===== src/include/ulpb_macros.svh =====
`ifndef ULPB_MACROS_SVH
`define ULPB_MACROS_SVH

// frame fields.
`define ULPB_ADDR_W 8
`define ULPB_DATA_W 32
`define ULPB_FRAME_W (`ULPB_ADDR_W + `ULPB_DATA_W)

// one slot stays empty, so seven entries fit.
`define ULPB_FIFO_DEPTH 8

// high cycles on DIN before the bus counts as idle.
`define ULPB_IDLE_GAP 12

// acknowledge timing, counted from the stop bit.
`define ULPB_ACK_DLY 2
`define ULPB_ACK_LEN 2
`define ULPB_ACK_WINDOW 8

`endif


===== src/verilog/ulpb_pkg.sv =====
`include "ulpb_macros.svh"

package ulpb_pkg;

	// a frame word, shifted as flat bits or read as fields.
	typedef union packed
	{
		logic [`ULPB_FRAME_W-1:0] bits;
		struct packed
		{
			logic [`ULPB_ADDR_W-1:0] addr;
			logic [`ULPB_DATA_W-1:0] data;
		} f;
	} ulpb_frame_u;

	typedef enum logic [2:0]
	{
		IDLE,
		TX_FRAME,
		TX_WAIT_ACK,
		RX_FRAME,
		RX_SEND_ACK
	} ulpb_ctrl_state_e;

endpackage


===== src/verilog/ulpb_node_ctrl.sv =====
`timescale 1ns/1ps
`include "ulpb_macros.svh"

module ulpb_node_ctrl import ulpb_pkg::*;
(
	input  logic CLK,
	input  logic RESET,
	input  logic DIN,
	output logic DOUT,
	input  logic fifo_empty,
	input  logic tx_bit,
	input  logic addr_match,
	input  logic rx_busy,
	output logic frame_load,
	output logic tx_shift,
	output logic rx_shift,
	output logic frame_done,
	output logic TX_SUCCESS,
	output logic TX_FAIL,
	input  logic TX_ACK
);

	localparam int CNT_W = $clog2(`ULPB_FRAME_W + 1);
	localparam int GAP_W = $clog2(`ULPB_IDLE_GAP + 1);
	localparam logic [CNT_W-1:0] LAST_BIT = CNT_W'(`ULPB_FRAME_W);
	localparam logic [CNT_W-1:0] WIN_END = CNT_W'(`ULPB_ACK_WINDOW);
	localparam logic [CNT_W-1:0] ACK_END = CNT_W'(`ULPB_ACK_DLY + `ULPB_ACK_LEN);
	localparam logic [GAP_W-1:0] GAP_MAX = GAP_W'(`ULPB_IDLE_GAP);

	ulpb_ctrl_state_e state;
	logic [CNT_W-1:0] bit_cnt;
	logic [CNT_W-1:0] cnt_next;
	logic [GAP_W-1:0] gap_cnt;
	logic dout_q;
	logic ack_seen;
	logic ack_now;
	logic bus_idle;
	logic status_held;

	// n counts cycles after the stop bit.
	function automatic logic ack_low(input logic [CNT_W-1:0] n);
		return (n >= CNT_W'(`ULPB_ACK_DLY)) && (n < ACK_END);
	endfunction

	assign DOUT = dout_q;
	assign cnt_next = bit_cnt + CNT_W'(1);
	assign bus_idle = (gap_cnt == GAP_MAX);
	assign status_held = TX_SUCCESS | TX_FAIL;
	assign ack_now = ack_seen | !DIN;

	// DIN high in IDLE, so a start bit takes priority.
	assign frame_load = (state == IDLE) && DIN && bus_idle && !fifo_empty && !status_held;
	assign tx_shift = (state == TX_FRAME) && (bit_cnt != LAST_BIT);
	assign rx_shift = (state == RX_FRAME) && (bit_cnt != LAST_BIT);
	assign frame_done = (state == RX_FRAME) && (bit_cnt == LAST_BIT) && DIN;

	// idle gap, own line must be high too.
	always_ff @(posedge CLK or negedge RESET)
	begin
		if (!RESET)
			gap_cnt <= '0;
		else if (!(DIN && dout_q))
			gap_cnt <= '0;
		else if (!bus_idle)
			gap_cnt <= gap_cnt + GAP_W'(1);
	end

	always_ff @(posedge CLK or negedge RESET)
	begin
		if (!RESET)
		begin
			state <= IDLE;
			bit_cnt <= '0;
			dout_q <= 1'b1;
			ack_seen <= 1'b0;
		end
		else
		begin
			case (state)
				IDLE:
				begin
					bit_cnt <= '0;
					if (!DIN)
						state <= RX_FRAME;
					else if (frame_load)
					begin
						state <= TX_FRAME;
						dout_q <= 1'b0;
					end
				end
				TX_FRAME:
				begin
					if (tx_shift)
					begin
						dout_q <= tx_bit;
						bit_cnt <= cnt_next;
					end
					else
					begin
						// stop bit, then listen.
						dout_q <= 1'b1;
						bit_cnt <= '0;
						ack_seen <= 1'b0;
						state <= TX_WAIT_ACK;
					end
				end
				TX_WAIT_ACK:
				begin
					bit_cnt <= cnt_next;
					if ((bit_cnt != '0) && !DIN)
						ack_seen <= 1'b1;
					if (bit_cnt == WIN_END)
						state <= IDLE;
				end
				RX_FRAME:
				begin
					if (rx_shift)
						bit_cnt <= cnt_next;
					else
					begin
						bit_cnt <= CNT_W'(1);
						if (frame_done && addr_match && !rx_busy)
						begin
							dout_q <= !ack_low(CNT_W'(1));
							state <= RX_SEND_ACK;
						end
						else
							state <= IDLE;
					end
				end
				RX_SEND_ACK:
				begin
					bit_cnt <= cnt_next;
					dout_q <= !ack_low(cnt_next);
					if (cnt_next >= ACK_END)
						state <= IDLE;
				end
				default:
					state <= IDLE;
			endcase
		end
	end

	// status held as a level until the LC acknowledges it.
	always_ff @(posedge CLK or negedge RESET)
	begin
		if (!RESET)
		begin
			TX_SUCCESS <= 1'b0;
			TX_FAIL <= 1'b0;
		end
		else if (TX_ACK)
		begin
			TX_SUCCESS <= 1'b0;
			TX_FAIL <= 1'b0;
		end
		else if ((state == TX_WAIT_ACK) && (bit_cnt == WIN_END))
		begin
			TX_SUCCESS <= ack_now;
			TX_FAIL <= !ack_now;
		end
	end

endmodule


===== src/verilog/ulpb_node_top.sv =====
`timescale 1ns/1ps
`include "ulpb_macros.svh"

module ulpb_node_top import ulpb_pkg::*;
#(
	parameter logic [`ULPB_ADDR_W-1:0] ADDRESS = 8'hab,
	parameter logic [`ULPB_ADDR_W-1:0] ADDRESS_MASK = 8'hff
)
(
	input  logic                    CLK,
	input  logic                    RESET,
	input  logic                    DIN,
	output logic                    DOUT,
	input  logic [`ULPB_ADDR_W-1:0] ADDR_IN,
	input  logic [`ULPB_DATA_W-1:0] DATA_IN,
	input  logic                    REQ_IN_FROM_LC,
	output logic                    ACK_OUT_TO_LC,
	output logic [`ULPB_ADDR_W-1:0] ADDR_OUT,
	output logic [`ULPB_DATA_W-1:0] DATA_OUT,
	output logic                    REQ_OUT_TO_LC,
	input  logic                    ACK_IN_FROM_LC,
	output logic                    TX_FAIL,
	output logic                    TX_SUCCESS,
	input  logic                    TX_ACK
);

	ulpb_frame_u head_frame;
	logic fifo_empty;
	logic frame_load;
	logic tx_shift;
	logic tx_bit;
	logic rx_shift;
	logic frame_done;
	logic addr_match;
	logic rx_busy;

	// frame_load also pops the queue.
	ulpb_tx_fifo u_tx_fifo
	(
		.CLK            (CLK),
		.RESET          (RESET),
		.REQ_IN_FROM_LC (REQ_IN_FROM_LC),
		.ADDR_IN        (ADDR_IN),
		.DATA_IN        (DATA_IN),
		.ACK_OUT_TO_LC  (ACK_OUT_TO_LC),
		.pop            (frame_load),
		.head_frame     (head_frame),
		.empty          (fifo_empty)
	);

	ulpb_tx_serializer u_tx_ser
	(
		.CLK        (CLK),
		.RESET      (RESET),
		.frame_load (frame_load),
		.frame_in   (head_frame),
		.shift      (tx_shift),
		.tx_bit     (tx_bit)
	);

	ulpb_rx_deserializer #(
		.ADDRESS      (ADDRESS),
		.ADDRESS_MASK (ADDRESS_MASK)
	) u_rx_deser (
		.CLK            (CLK),
		.RESET          (RESET),
		.DIN            (DIN),
		.shift          (rx_shift),
		.frame_done     (frame_done),
		.addr_match     (addr_match),
		.rx_busy        (rx_busy),
		.ADDR_OUT       (ADDR_OUT),
		.DATA_OUT       (DATA_OUT),
		.REQ_OUT_TO_LC  (REQ_OUT_TO_LC),
		.ACK_IN_FROM_LC (ACK_IN_FROM_LC)
	);

	ulpb_node_ctrl u_ctrl
	(
		.CLK        (CLK),
		.RESET      (RESET),
		.DIN        (DIN),
		.DOUT       (DOUT),
		.fifo_empty (fifo_empty),
		.tx_bit     (tx_bit),
		.addr_match (addr_match),
		.rx_busy    (rx_busy),
		.frame_load (frame_load),
		.tx_shift   (tx_shift),
		.rx_shift   (rx_shift),
		.frame_done (frame_done),
		.TX_SUCCESS (TX_SUCCESS),
		.TX_FAIL    (TX_FAIL),
		.TX_ACK     (TX_ACK)
	);

endmodule


===== src/verilog/ulpb_ring_top.sv =====
`timescale 1ns/1ps
`include "ulpb_macros.svh"

module ulpb_ring_top
#(
	parameter logic [`ULPB_ADDR_W-1:0] ADDR_A = 8'h1a,
	parameter logic [`ULPB_ADDR_W-1:0] ADDR_B = 8'hab,
	parameter logic [`ULPB_ADDR_W-1:0] MASK_A = 8'hff,
	parameter logic [`ULPB_ADDR_W-1:0] MASK_B = 8'hff
)
(
	input  logic                    CLK,
	input  logic                    RESET,
	input  logic [`ULPB_ADDR_W-1:0] ADDR_IN_a,
	input  logic [`ULPB_DATA_W-1:0] DATA_IN_a,
	input  logic                    REQ_IN_FROM_LC_a,
	output logic                    ACK_OUT_TO_LC_a,
	output logic [`ULPB_ADDR_W-1:0] ADDR_OUT_a,
	output logic [`ULPB_DATA_W-1:0] DATA_OUT_a,
	output logic                    REQ_OUT_TO_LC_a,
	input  logic                    ACK_IN_FROM_LC_a,
	output logic                    TX_FAIL_a,
	output logic                    TX_SUCCESS_a,
	input  logic                    TX_ACK_a,
	input  logic [`ULPB_ADDR_W-1:0] ADDR_IN_b,
	input  logic [`ULPB_DATA_W-1:0] DATA_IN_b,
	input  logic                    REQ_IN_FROM_LC_b,
	output logic                    ACK_OUT_TO_LC_b,
	output logic [`ULPB_ADDR_W-1:0] ADDR_OUT_b,
	output logic [`ULPB_DATA_W-1:0] DATA_OUT_b,
	output logic                    REQ_OUT_TO_LC_b,
	input  logic                    ACK_IN_FROM_LC_b,
	output logic                    TX_FAIL_b,
	output logic                    TX_SUCCESS_b,
	input  logic                    TX_ACK_b,
	output logic                    BUS_AB,
	output logic                    BUS_BA
);

	// A drives B on BUS_AB, B closes the ring on BUS_BA.
	ulpb_node_top #(
		.ADDRESS      (ADDR_A),
		.ADDRESS_MASK (MASK_A)
	) u_node_a (
		.CLK            (CLK),
		.RESET          (RESET),
		.DIN            (BUS_BA),
		.DOUT           (BUS_AB),
		.ADDR_IN        (ADDR_IN_a),
		.DATA_IN        (DATA_IN_a),
		.REQ_IN_FROM_LC (REQ_IN_FROM_LC_a),
		.ACK_OUT_TO_LC  (ACK_OUT_TO_LC_a),
		.ADDR_OUT       (ADDR_OUT_a),
		.DATA_OUT       (DATA_OUT_a),
		.REQ_OUT_TO_LC  (REQ_OUT_TO_LC_a),
		.ACK_IN_FROM_LC (ACK_IN_FROM_LC_a),
		.TX_FAIL        (TX_FAIL_a),
		.TX_SUCCESS     (TX_SUCCESS_a),
		.TX_ACK         (TX_ACK_a)
	);

	ulpb_node_top #(
		.ADDRESS      (ADDR_B),
		.ADDRESS_MASK (MASK_B)
	) u_node_b (
		.CLK            (CLK),
		.RESET          (RESET),
		.DIN            (BUS_AB),
		.DOUT           (BUS_BA),
		.ADDR_IN        (ADDR_IN_b),
		.DATA_IN        (DATA_IN_b),
		.REQ_IN_FROM_LC (REQ_IN_FROM_LC_b),
		.ACK_OUT_TO_LC  (ACK_OUT_TO_LC_b),
		.ADDR_OUT       (ADDR_OUT_b),
		.DATA_OUT       (DATA_OUT_b),
		.REQ_OUT_TO_LC  (REQ_OUT_TO_LC_b),
		.ACK_IN_FROM_LC (ACK_IN_FROM_LC_b),
		.TX_FAIL        (TX_FAIL_b),
		.TX_SUCCESS     (TX_SUCCESS_b),
		.TX_ACK         (TX_ACK_b)
	);

endmodule


===== src/verilog/ulpb_rx_deserializer.sv =====
`timescale 1ns/1ps
`include "ulpb_macros.svh"

module ulpb_rx_deserializer import ulpb_pkg::*;
#(
	parameter logic [`ULPB_ADDR_W-1:0] ADDRESS = 8'hab,
	parameter logic [`ULPB_ADDR_W-1:0] ADDRESS_MASK = 8'hff
)
(
	input  logic                    CLK,
	input  logic                    RESET,
	input  logic                    DIN,
	input  logic                    shift,
	input  logic                    frame_done,
	output logic                    addr_match,
	output logic                    rx_busy,
	output logic [`ULPB_ADDR_W-1:0] ADDR_OUT,
	output logic [`ULPB_DATA_W-1:0] DATA_OUT,
	output logic                    REQ_OUT_TO_LC,
	input  logic                    ACK_IN_FROM_LC
);

	ulpb_frame_u sr;
	ulpb_frame_u held;
	logic capture;

	// only bits set in the mask take part in the compare.
	assign addr_match = (((sr.f.addr ^ ADDRESS) & ADDRESS_MASK) == '0);

	// buffer stays taken until the LC has read it.
	assign rx_busy = REQ_OUT_TO_LC;

	assign capture = frame_done && addr_match && !REQ_OUT_TO_LC;

	assign ADDR_OUT = held.f.addr;
	assign DATA_OUT = held.f.data;

	always_ff @(posedge CLK)
	begin
		if (shift)
			sr.bits <= {sr.bits[`ULPB_FRAME_W-2:0], DIN};
	end

	always_ff @(posedge CLK)
	begin
		if (capture)
			held <= sr;
	end

	always_ff @(posedge CLK or negedge RESET)
	begin
		if (!RESET)
			REQ_OUT_TO_LC <= 1'b0;
		else if (capture)
			REQ_OUT_TO_LC <= 1'b1;
		else if (REQ_OUT_TO_LC && ACK_IN_FROM_LC)
			REQ_OUT_TO_LC <= 1'b0;
	end

endmodule


===== src/verilog/ulpb_tx_fifo.sv =====
`timescale 1ns/1ps
`include "ulpb_macros.svh"

module ulpb_tx_fifo import ulpb_pkg::*;
(
	input  logic                    CLK,
	input  logic                    RESET,
	input  logic                    REQ_IN_FROM_LC,
	input  logic [`ULPB_ADDR_W-1:0] ADDR_IN,
	input  logic [`ULPB_DATA_W-1:0] DATA_IN,
	output logic                    ACK_OUT_TO_LC,
	input  logic                    pop,
	output ulpb_frame_u             head_frame,
	output logic                    empty
);

	localparam int PTR_W = $clog2(`ULPB_FIFO_DEPTH);
	localparam logic [PTR_W-1:0] LAST_SLOT = PTR_W'(`ULPB_FIFO_DEPTH - 1);

	ulpb_frame_u mem [`ULPB_FIFO_DEPTH];
	logic [PTR_W-1:0] head;
	logic [PTR_W-1:0] tail;
	logic [PTR_W-1:0] head_next;
	logic [PTR_W-1:0] tail_next;
	logic full;
	logic write;

	assign head_next = (head == LAST_SLOT) ? '0 : head + PTR_W'(1);
	assign tail_next = (tail == LAST_SLOT) ? '0 : tail + PTR_W'(1);

	assign empty = (head == tail);
	assign full = (head_next == tail);

	// one entry per handshake; ACK high blocks a second write.
	assign write = REQ_IN_FROM_LC && !ACK_OUT_TO_LC && !full;

	// oldest entry.
	assign head_frame = mem[tail];

	always_ff @(posedge CLK or negedge RESET)
	begin
		if (!RESET)
		begin
			head <= '0;
			tail <= '0;
			ACK_OUT_TO_LC <= 1'b0;
		end
		else
		begin
			if (write)
			begin
				head <= head_next;
				ACK_OUT_TO_LC <= 1'b1;
			end
			else if (ACK_OUT_TO_LC && !REQ_IN_FROM_LC)
				ACK_OUT_TO_LC <= 1'b0;

			if (pop && !empty)
				tail <= tail_next;
		end
	end

	always_ff @(posedge CLK)
	begin
		if (write)
		begin
			mem[head].f.addr <= ADDR_IN;
			mem[head].f.data <= DATA_IN;
		end
	end

endmodule


===== src/verilog/ulpb_tx_serializer.sv =====
`timescale 1ns/1ps
`include "ulpb_macros.svh"

module ulpb_tx_serializer import ulpb_pkg::*;
(
	input  logic        CLK,
	input  logic        RESET,
	input  logic        frame_load,
	input  ulpb_frame_u frame_in,
	input  logic        shift,
	output logic        tx_bit
);

	ulpb_frame_u sr;

	// address goes out first, MSB first.
	assign tx_bit = sr.bits[`ULPB_FRAME_W-1];

	always_ff @(posedge CLK or negedge RESET)
	begin
		if (!RESET)
			sr.bits <= '0;
		else if (frame_load)
			sr <= frame_in;
		else if (shift)
			sr.bits <= {sr.bits[`ULPB_FRAME_W-2:0], 1'b0};
	end

endmodule

===== config.mk =====
export PLATFORM = sky130hd
export DESIGN_NAME = ulpb_ring_top
export DESIGN_NICKNAME = d
export VERILOG_FILES = /design/src/verilog/ulpb_pkg.sv /design/src/verilog/ulpb_node_ctrl.sv /design/src/verilog/ulpb_node_top.sv /design/src/verilog/ulpb_ring_top.sv /design/src/verilog/ulpb_rx_deserializer.sv /design/src/verilog/ulpb_tx_fifo.sv /design/src/verilog/ulpb_tx_serializer.sv
export VERILOG_INCLUDE_DIRS = /design/src /design/src/include
export SDC_FILE = /design/constraint.sdc
export NUM_CORES = 1
export LEC_CHECK = 0
export ABC_AREA = 1
export BUFFER_PORTS_ARGS = -buffer_cell sky130_fd_sc_hd__clkbuf_2
export CAP_MARGIN = 20
export CORE_UTILIZATION = 55
export CTS_CLUSTER_SIZE = 25
export DETAILED_ROUTE_END_ITERATION = 8
export GPL_TIMING_DRIVEN = 0
export PLACE_DENSITY = 0.83
export SYNTH_ARGS = -nofsm -noshare
export SYNTH_HDL_FRONTEND = slang
export SYNTH_SLANG_ARGS = --single-unit

===== constraint.sdc =====
create_clock -name CLK -period 3.6 [get_ports CLK]
set_input_delay 0.72 -clock CLK [delete_from_list [all_inputs] [get_ports CLK]]
set_output_delay 0.72 -clock CLK [all_outputs]
set_load 0.02 [all_outputs]

Yosys cells after proc, flatten, opt, wreduce, memory -nomap -nowiden
Memory sizes are Yosys's and may differ from the RTL's. Index checks and enable logic that the tools add are counted.

Add/subtract/negate cells: 8. Multipliers: 0. Div/mod/pow operators: 0. Magnitude comparators: 6. Eq/ne operators: 44. Shifts and indexed selects: 0. Muxes and demuxes: 72. Bitwise logic cells: 6. Reductions and logical operators: 83.

Operators with widths (number): two-way mux 40 bit (4); two-way mux 3 bit (18); case mux 6 bit (4 select lines) (2); logical AND 1 bit (37); two-way mux 1 bit (34); case mux 3 bit (5 select lines) (2); inequality test 2 bit (second input constant) (13); two-way mux 6 bit (4); AND reduction 5 bit (4); nonzero test 2 bit (10); equality test 3 bit (second input constant) (6); logical NOT 1 bit (18); logical NOT 8 bit (2); two-way mux 4 bit (4); nonzero test 4 bit (4); adder 3 x 1 -> 3 bit (second input constant) (4); adder 6 x 1 -> 6 bit (second input constant) (2); equality test 3 x 2 -> 1 bit (second input constant) (4); equality test 3 bit (4); equality test 6 x 4 -> 1 bit (second input constant) (2); equality test 6 bit (second input constant) (2); greater-or-equal comparator 6 x 2 -> 1 bit (second input constant) (2); greater-or-equal comparator 6 x 3 -> 1 bit (second input constant) (2); < comparator 6 x 3 -> 1 bit (second input constant) (2); 16 further kinds (33).

Flip-flop bits (word level): 290. Bits in latches: 0. RAM bits: 640. Bits in read-only memories: 0. Input bits: 88. Output and inout bits: 90. Logic and storage cells: 249. Memories kept: 2.

Memories: u_node_a.u_tx_fifo.mem (words 8, width 40, read ports 1, clocked after memory_dff 0, write ports 1, line ulpb_tx_fifo.sv:20) `` ulpb_frame_u mem [`ULPB_FIFO_DEPTH]; ``; u_node_b.u_tx_fifo.mem (words 8, width 40, read ports 1, clocked after memory_dff 0, write ports 1, line ulpb_tx_fifo.sv:20).

Longest topological paths before layout
Word-level depth: 8. Depth in mapped cells: 13. Depth with buffers taken out: 12.

Cells and area by module
From an unflattened synthesis, not the netlist that was laid out.

Cells, all modules: 3100. Area, all modules: 37496.0 um^2.

Modules (own cells, without submodules): ulpb_tx_fifo (instances 2, cells each 1070, area an instance 13065.0 um^2, seq. area each 9784.4 um^2); ulpb_tx_serializer (instances 2, cells each 218, area an instance 1996.9 um^2, seq. area each 1001.0 um^2); ulpb_rx_deserializer (u_node_a.u_rx_deser) (instances 1, cells each 109, area an instance 2539.9 um^2, seq. area each 2427.3 um^2); ulpb_rx_deserializer (u_node_b.u_rx_deser) (instances 1, cells each 107, area an instance 2532.4 um^2, seq. area each 2427.3 um^2); ulpb_node_ctrl (instances 2, cells each 154, area an instance 1149.9 um^2, seq. area each 426.7 um^2).

Least setup slack after synthesis
Ideal clock, no wire load.

Path kind: reg-to-reg. Start point: register u_node_b.u_tx_fifo.head[0]. End point: memory u_node_b.u_tx_fifo.mem[0][0] in the netlist's numbering, enable pin. Library setup time: 437 ps. Arrival time: 3313 ps. Data required time: 3163 ps. Path slack: -150 ps. Cell stages (with the launch flop): 10. Path buffers: 0. Clock period less this slack: 3750 ps. Cell sequence: dfrtp_1 -> ha_1 -> ha_1 -> inv_1 -> o21ai_0 -> nor2_1 -> nand2_1 -> nand3_2 -> or2_2 -> nor2_1.

Cells in the longest elaborated chain, start to end: 7. Elaborated cells on any way between the ends: 8. Classes of those cells: add/sub (1); eq/ne (2); mux (3); reduce/logical (2).

Ends and longest elaborated chain: start: declaration (line ulpb_tx_fifo.sv:21) `logic [PTR_W-1:0] head;`; start signal: assignment (line ulpb_tx_fifo.sv:52) `head <= head_next;`; adder 3 x 1 -> 3 bit / equality test 3 bit (equally long branches) (line ulpb_tx_fifo.sv:28) `assign head_next = (head == LAST_SLOT) ? '0 : head + PTR_W'(1);`; two-way mux 3 bit * (line ulpb_tx_fifo.sv:28); net u_node_b.u_tx_fifo.head_next[2] (line ulpb_tx_fifo.sv:23) `logic [PTR_W-1:0] head_next;`; equality test 3 bit * (line ulpb_tx_fifo.sv:32) `assign full = (head_next == tail);`; logical NOT 1 bit * (line ulpb_tx_fifo.sv:35) `assign write = REQ_IN_FROM_LC && !ACK_OUT_TO_LC && !full;`; logical AND 1 bit * (line ulpb_tx_fifo.sv:35); two-way mux 1 bit * (line ulpb_tx_fifo.sv:65) `if (write)`; two-way mux 1 bit (not written as such) * (line ulpb_tx_fifo.sv:68) `mem[head].f.data <= DATA_IN;`; end: declaration (line ulpb_tx_fifo.sv:20).

Mark *: on every way through the listed nets, which the timed path passes. The rest lies on a longest branch.

Worst setup path in the final report
Start point: register u_node_b.u_tx_fifo.head[0]. End point: memory u_node_b.u_tx_fifo.mem[0][21] in the netlist's numbering, enable pin.

Same word-level chain as after synthesis.

==> impl_metrics.toml <==
[route]
routed_via_density = 6.01
route.met2.wl_um = 42600
highest_layer = "met5"
dr_wl_met3_um = 9020
ant_nets = 0
detail_route.wl_per_cell_um = 21.9
drt-met1-wl_um = 32900
drt_iter0_drc = 3111
drcViolationCount = 0
drt-pass1-iter-count = 6
vias = 24100
totalWireLength_um = 87800

[power_and_ir_drop]
totalPowerFinal_w = 0.0241
leakagePower_nw = 15.3
p_clk_share_pct = 40.4
vdd_ir_drop_max_mv = 0.545
switching_power_w = 0.00549
swShare_pct = 22.8
pwr-share-comb_pct = 6.8
intPower_w = 0.0186
seqPwrFrac_pct = 52.8
p_per_area_mw_per_mm2 = 574

[floorplan]
start_util_pct = 55.8
dieArea_mm2 = 0.0667
rows = 93
coreArea_mm2 = 0.0647
die_w_um = 258
die-height_um = 258
io_pins = 178

[placement]
numPortBuffers = 177
dpl-instance-area_mm2 = 0.0388
place_congestion = 0.852
dp_hpwl_um = 53400

[clock_network]
cts_buffers = 91
cts.sinks = 930
cts.clk_slew.worst_paths_ns = 0.06
root_buffer = "clkbuf_16"
clock_path_buffers = 3
htreeDepth = 3
cts_tree = "yes"
worst_skew_pair.late_latency_ns = 0.67

[job]
drv_cap = 0

[synthesis]
synthDistinctLibCells = 38
syn_inst = 2781
post_synth.cell_area_avg_um2 = 13.0
synth_top_cell_area_share_pct = 66.5
synthTopCellsByArea = "edfxtp_1 66%, dfrtp_1 8.9%, nor2_1 5.8%, o21ai_0 5.2%, nand2_1 2.6%"
yosys_warnings = 0
yosys.area.top_type = "edfxtp_1"
yosys_register_bits = 930
async_flop_share_pct = 14.0
synth_most_common_cell = "edfxtp_1"
syn_nets = 2887
synth-edff-count = 800
synth_flop_cell = "edfxtp_1"
synthTopCellsByCount = "800 x edfxtp_1, 561 x nor2_1, 376 x o21ai_0"
netlist_area_mm2 = 0.0361
yosysSeqAreaShare_pct = 75.5

[timing]
slew_violations = 0
rsz0062_at_grt = "yes"
finalSetupViolCount = 0
finClkSkew_ns = 0.0491
worstMarginPinSlew_ns = 1.06
hold_viol_final = 0
period_minus_slack_ns = 3.44
period_share_pct = 95.7
max_freq_mhz = 290
maxSlewHeadroom_pct = 29.1

[final_layout]
drive_above_1_share_pct = 14.7
fillers = 4389
area_growth_pct = 16.1
final_cell_area_mm2 = 0.0419
layout.nets = 3182

[critical_path]
crit_path_start_kind = "register"
cp_cell_sequence = "ha_1, ha_1, inv_1, o21ai_0, nor2_1, nand2_1, nand3_2, or2_4, nor2_4, buf_16"
cp.required_ns = 3.97
critPathMostFrequentCell = "ha_1"
cp_slowest_stage_delay_ns = 0.80
cp_slowest_cell = "nor2_4"
worstPathArrival_ns = 3.81
crit_type = "reg2reg"
worst_setup_path_end_kind = "register"
worst-path-max-fanout = 24

[grt]
gr-total-overflow = 0
antenna_found_initial = 15
grt_pass1_wl_um = 131000
grt_max_degree = 106
grt_pass1_vias = 23600
grt_usage_pct = 25.9

[hold_path]
worst_hold_path_type = "in2reg"

[run_status]
status = "finished, final reports clean"
-- stage by stage --
stage	setup TNS, ns	instances	hold slack (ns)	setup slack, ns	utilization (%)
global placement	-678.49	3813	0.424	-2.05	58.9
detailed placement	0	3836	0.429	0.104	60.0
finish	0	4017	0.245	0.156	64.8
floorplan	-24.05	2781	0.421	-0.150	-
global route	-0.224	4017	0.213	-0.0211	64.8
CTS	0	4007	0.210	0.0770	64.8
-- worst paths after layout --
path,slack [ns],startpoint,end,cells after the start
worst max-delay path,0.16,u_node_b.u_tx_fifo.head[0]$_DFFE_PN0P_,u_node_b.u_tx_fifo.mem[0][21]$_DFFE_PP_,10
worst min-delay path,0.25,TX_ACK_a,u_node_a.u_ctrl.TX_SUCCESS$_DFFE_PN0P_,2
worst max register to register,0.16,u_node_b.u_tx_fifo.head[0]$_DFFE_PN0P_,u_node_b.u_tx_fifo.mem[0][21]$_DFFE_PP_,10
worst min register to register,0.43,u_node_b.u_rx_deser.sr[23]$_DFFE_PP_,u_node_b.u_rx_deser.sr[24]$_DFFE_PP_,0
max in group asynchronous,2.20,RESET,u_node_b.u_tx_ser.sr[12]$_DFFE_PN0P_,3
min in group asynchronous,0.52,RESET,u_node_a.u_tx_ser.sr[32]$_DFFE_PN0P_,2
-- power groups by stage --
stage	clock network [W]	registers, W	logic (W)
after floorplan	0	0.0129	0.000752
after global placement	0	0.0129	0.00126
after detailed placement	0	0.0129	0.00158
after CTS	0.00977	0.0127	0.00159
after global routing	0.0102	0.0128	0.00174
final	0.00973	0.0127	0.00164
-- metal layers --
layer | up-vias | GRT usage (%)
met5 | - | 0
met4 | 12 | 11.8
met3 | 277 | 5.38
met2 | 1592 | 42.5
met1 | 11600 | 33.4
li1 | 10700 | -
-- cell type report --
class	count	area (um^2)	share of cell area, %
multi-input cells	1616	7870	18.8
clock inverters	42	604	1.44
inverters	82	315	0.752
flip-flops and latches	930	27300	65.1
repair buffers	201	1480	3.52
clock buffers	128	2500	5.95
diodes	9	22.5	0.0537
well taps	855	1070	2.55
plain buffers	154	797	1.90
-- worst max-delay path: cells and delay by family, from the launching register on --
kind	cells	cell delay, ns
adder cells (fa/ha/maj)	2	0.55
AO/OA/AOI/OAI	1	0.18
flip-flops	1	0.47
AND/OR/NAND/NOR	5	1.61
buffers and inverters	2	0.31
-- kinds of logic after synthesis --
group | synth area share [%]
buffers and inverters | 3.08
DFF | 75.5
and+or+nand+nor | 10.3
AOI/OAI and AO/OA | 10.2
xor gates and xnor gates | 0.287
adders and majority gates | 0.623
-- layout by cell type, fill, tap and decap left out, drive strengths merged --
master | netlist | layout
o211ai | 80 | 80
clkbuf | 83 | 388
edfxtp | 800 | 800
bufinv | 0 | 10
nor2 | 577 | 578
nor3 | 4 | 4
nand4 | 4 | 4
dfstp | 2 | 2
inv | 82 | 87
o31ai | 1 | 1
buf | 71 | 94
ha | 18 | 18
a211oi | 1 | 1
and2 | 1 | 1
xnor2 | 7 | 7
or2 | 5 | 5
o21ai | 391 | 391
o22ai | 131 | 131
dlygate4sd3 | 0 | 1
xor2 | 4 | 4
a21oi | 50 | 50
diode | 0 | 9
dfrtp | 128 | 128
clkinvlp | 0 | 3
o311ai | 1 | 1
clkinv | 0 | 24
nand2 | 255 | 255
nand3 | 85 | 85
-- state kept, by name, indices dropped and copies added (netlist names), 3 cells and up --
| register | cells |
|---|---|
| u_node_a.u_ctrl.bit_cnt | 6 |
| u_node_a.u_ctrl.gap_cnt | 4 |
| u_node_a.u_ctrl.state | 3 |
| u_node_a.u_rx_deser.held | 40 |
| u_node_a.u_rx_deser.sr | 40 |
| u_node_a.u_tx_fifo.head | 3 |
| u_node_a.u_tx_fifo.mem | 320 |
| u_node_a.u_tx_fifo.tail | 3 |
| u_node_a.u_tx_ser.sr | 40 |
| u_node_b.u_ctrl.bit_cnt | 6 |
| u_node_b.u_ctrl.gap_cnt | 4 |
| u_node_b.u_ctrl.state | 3 |
| u_node_b.u_rx_deser.held | 40 |
| u_node_b.u_rx_deser.sr | 40 |
| u_node_b.u_tx_fifo.head | 3 |
| u_node_b.u_tx_fifo.mem | 320 |
| u_node_b.u_tx_fifo.tail | 3 |
| u_node_b.u_tx_ser.sr | 40 |
-- what timing repair did --
item	CTS	global route
hold buffers	1	0
buffers inserted	0	0
hold endpoints to repair	25	0
resized for setup	0	1
setup endpoints to repair	0	39
No activity file was read; power rests on OpenSTA's default activity.
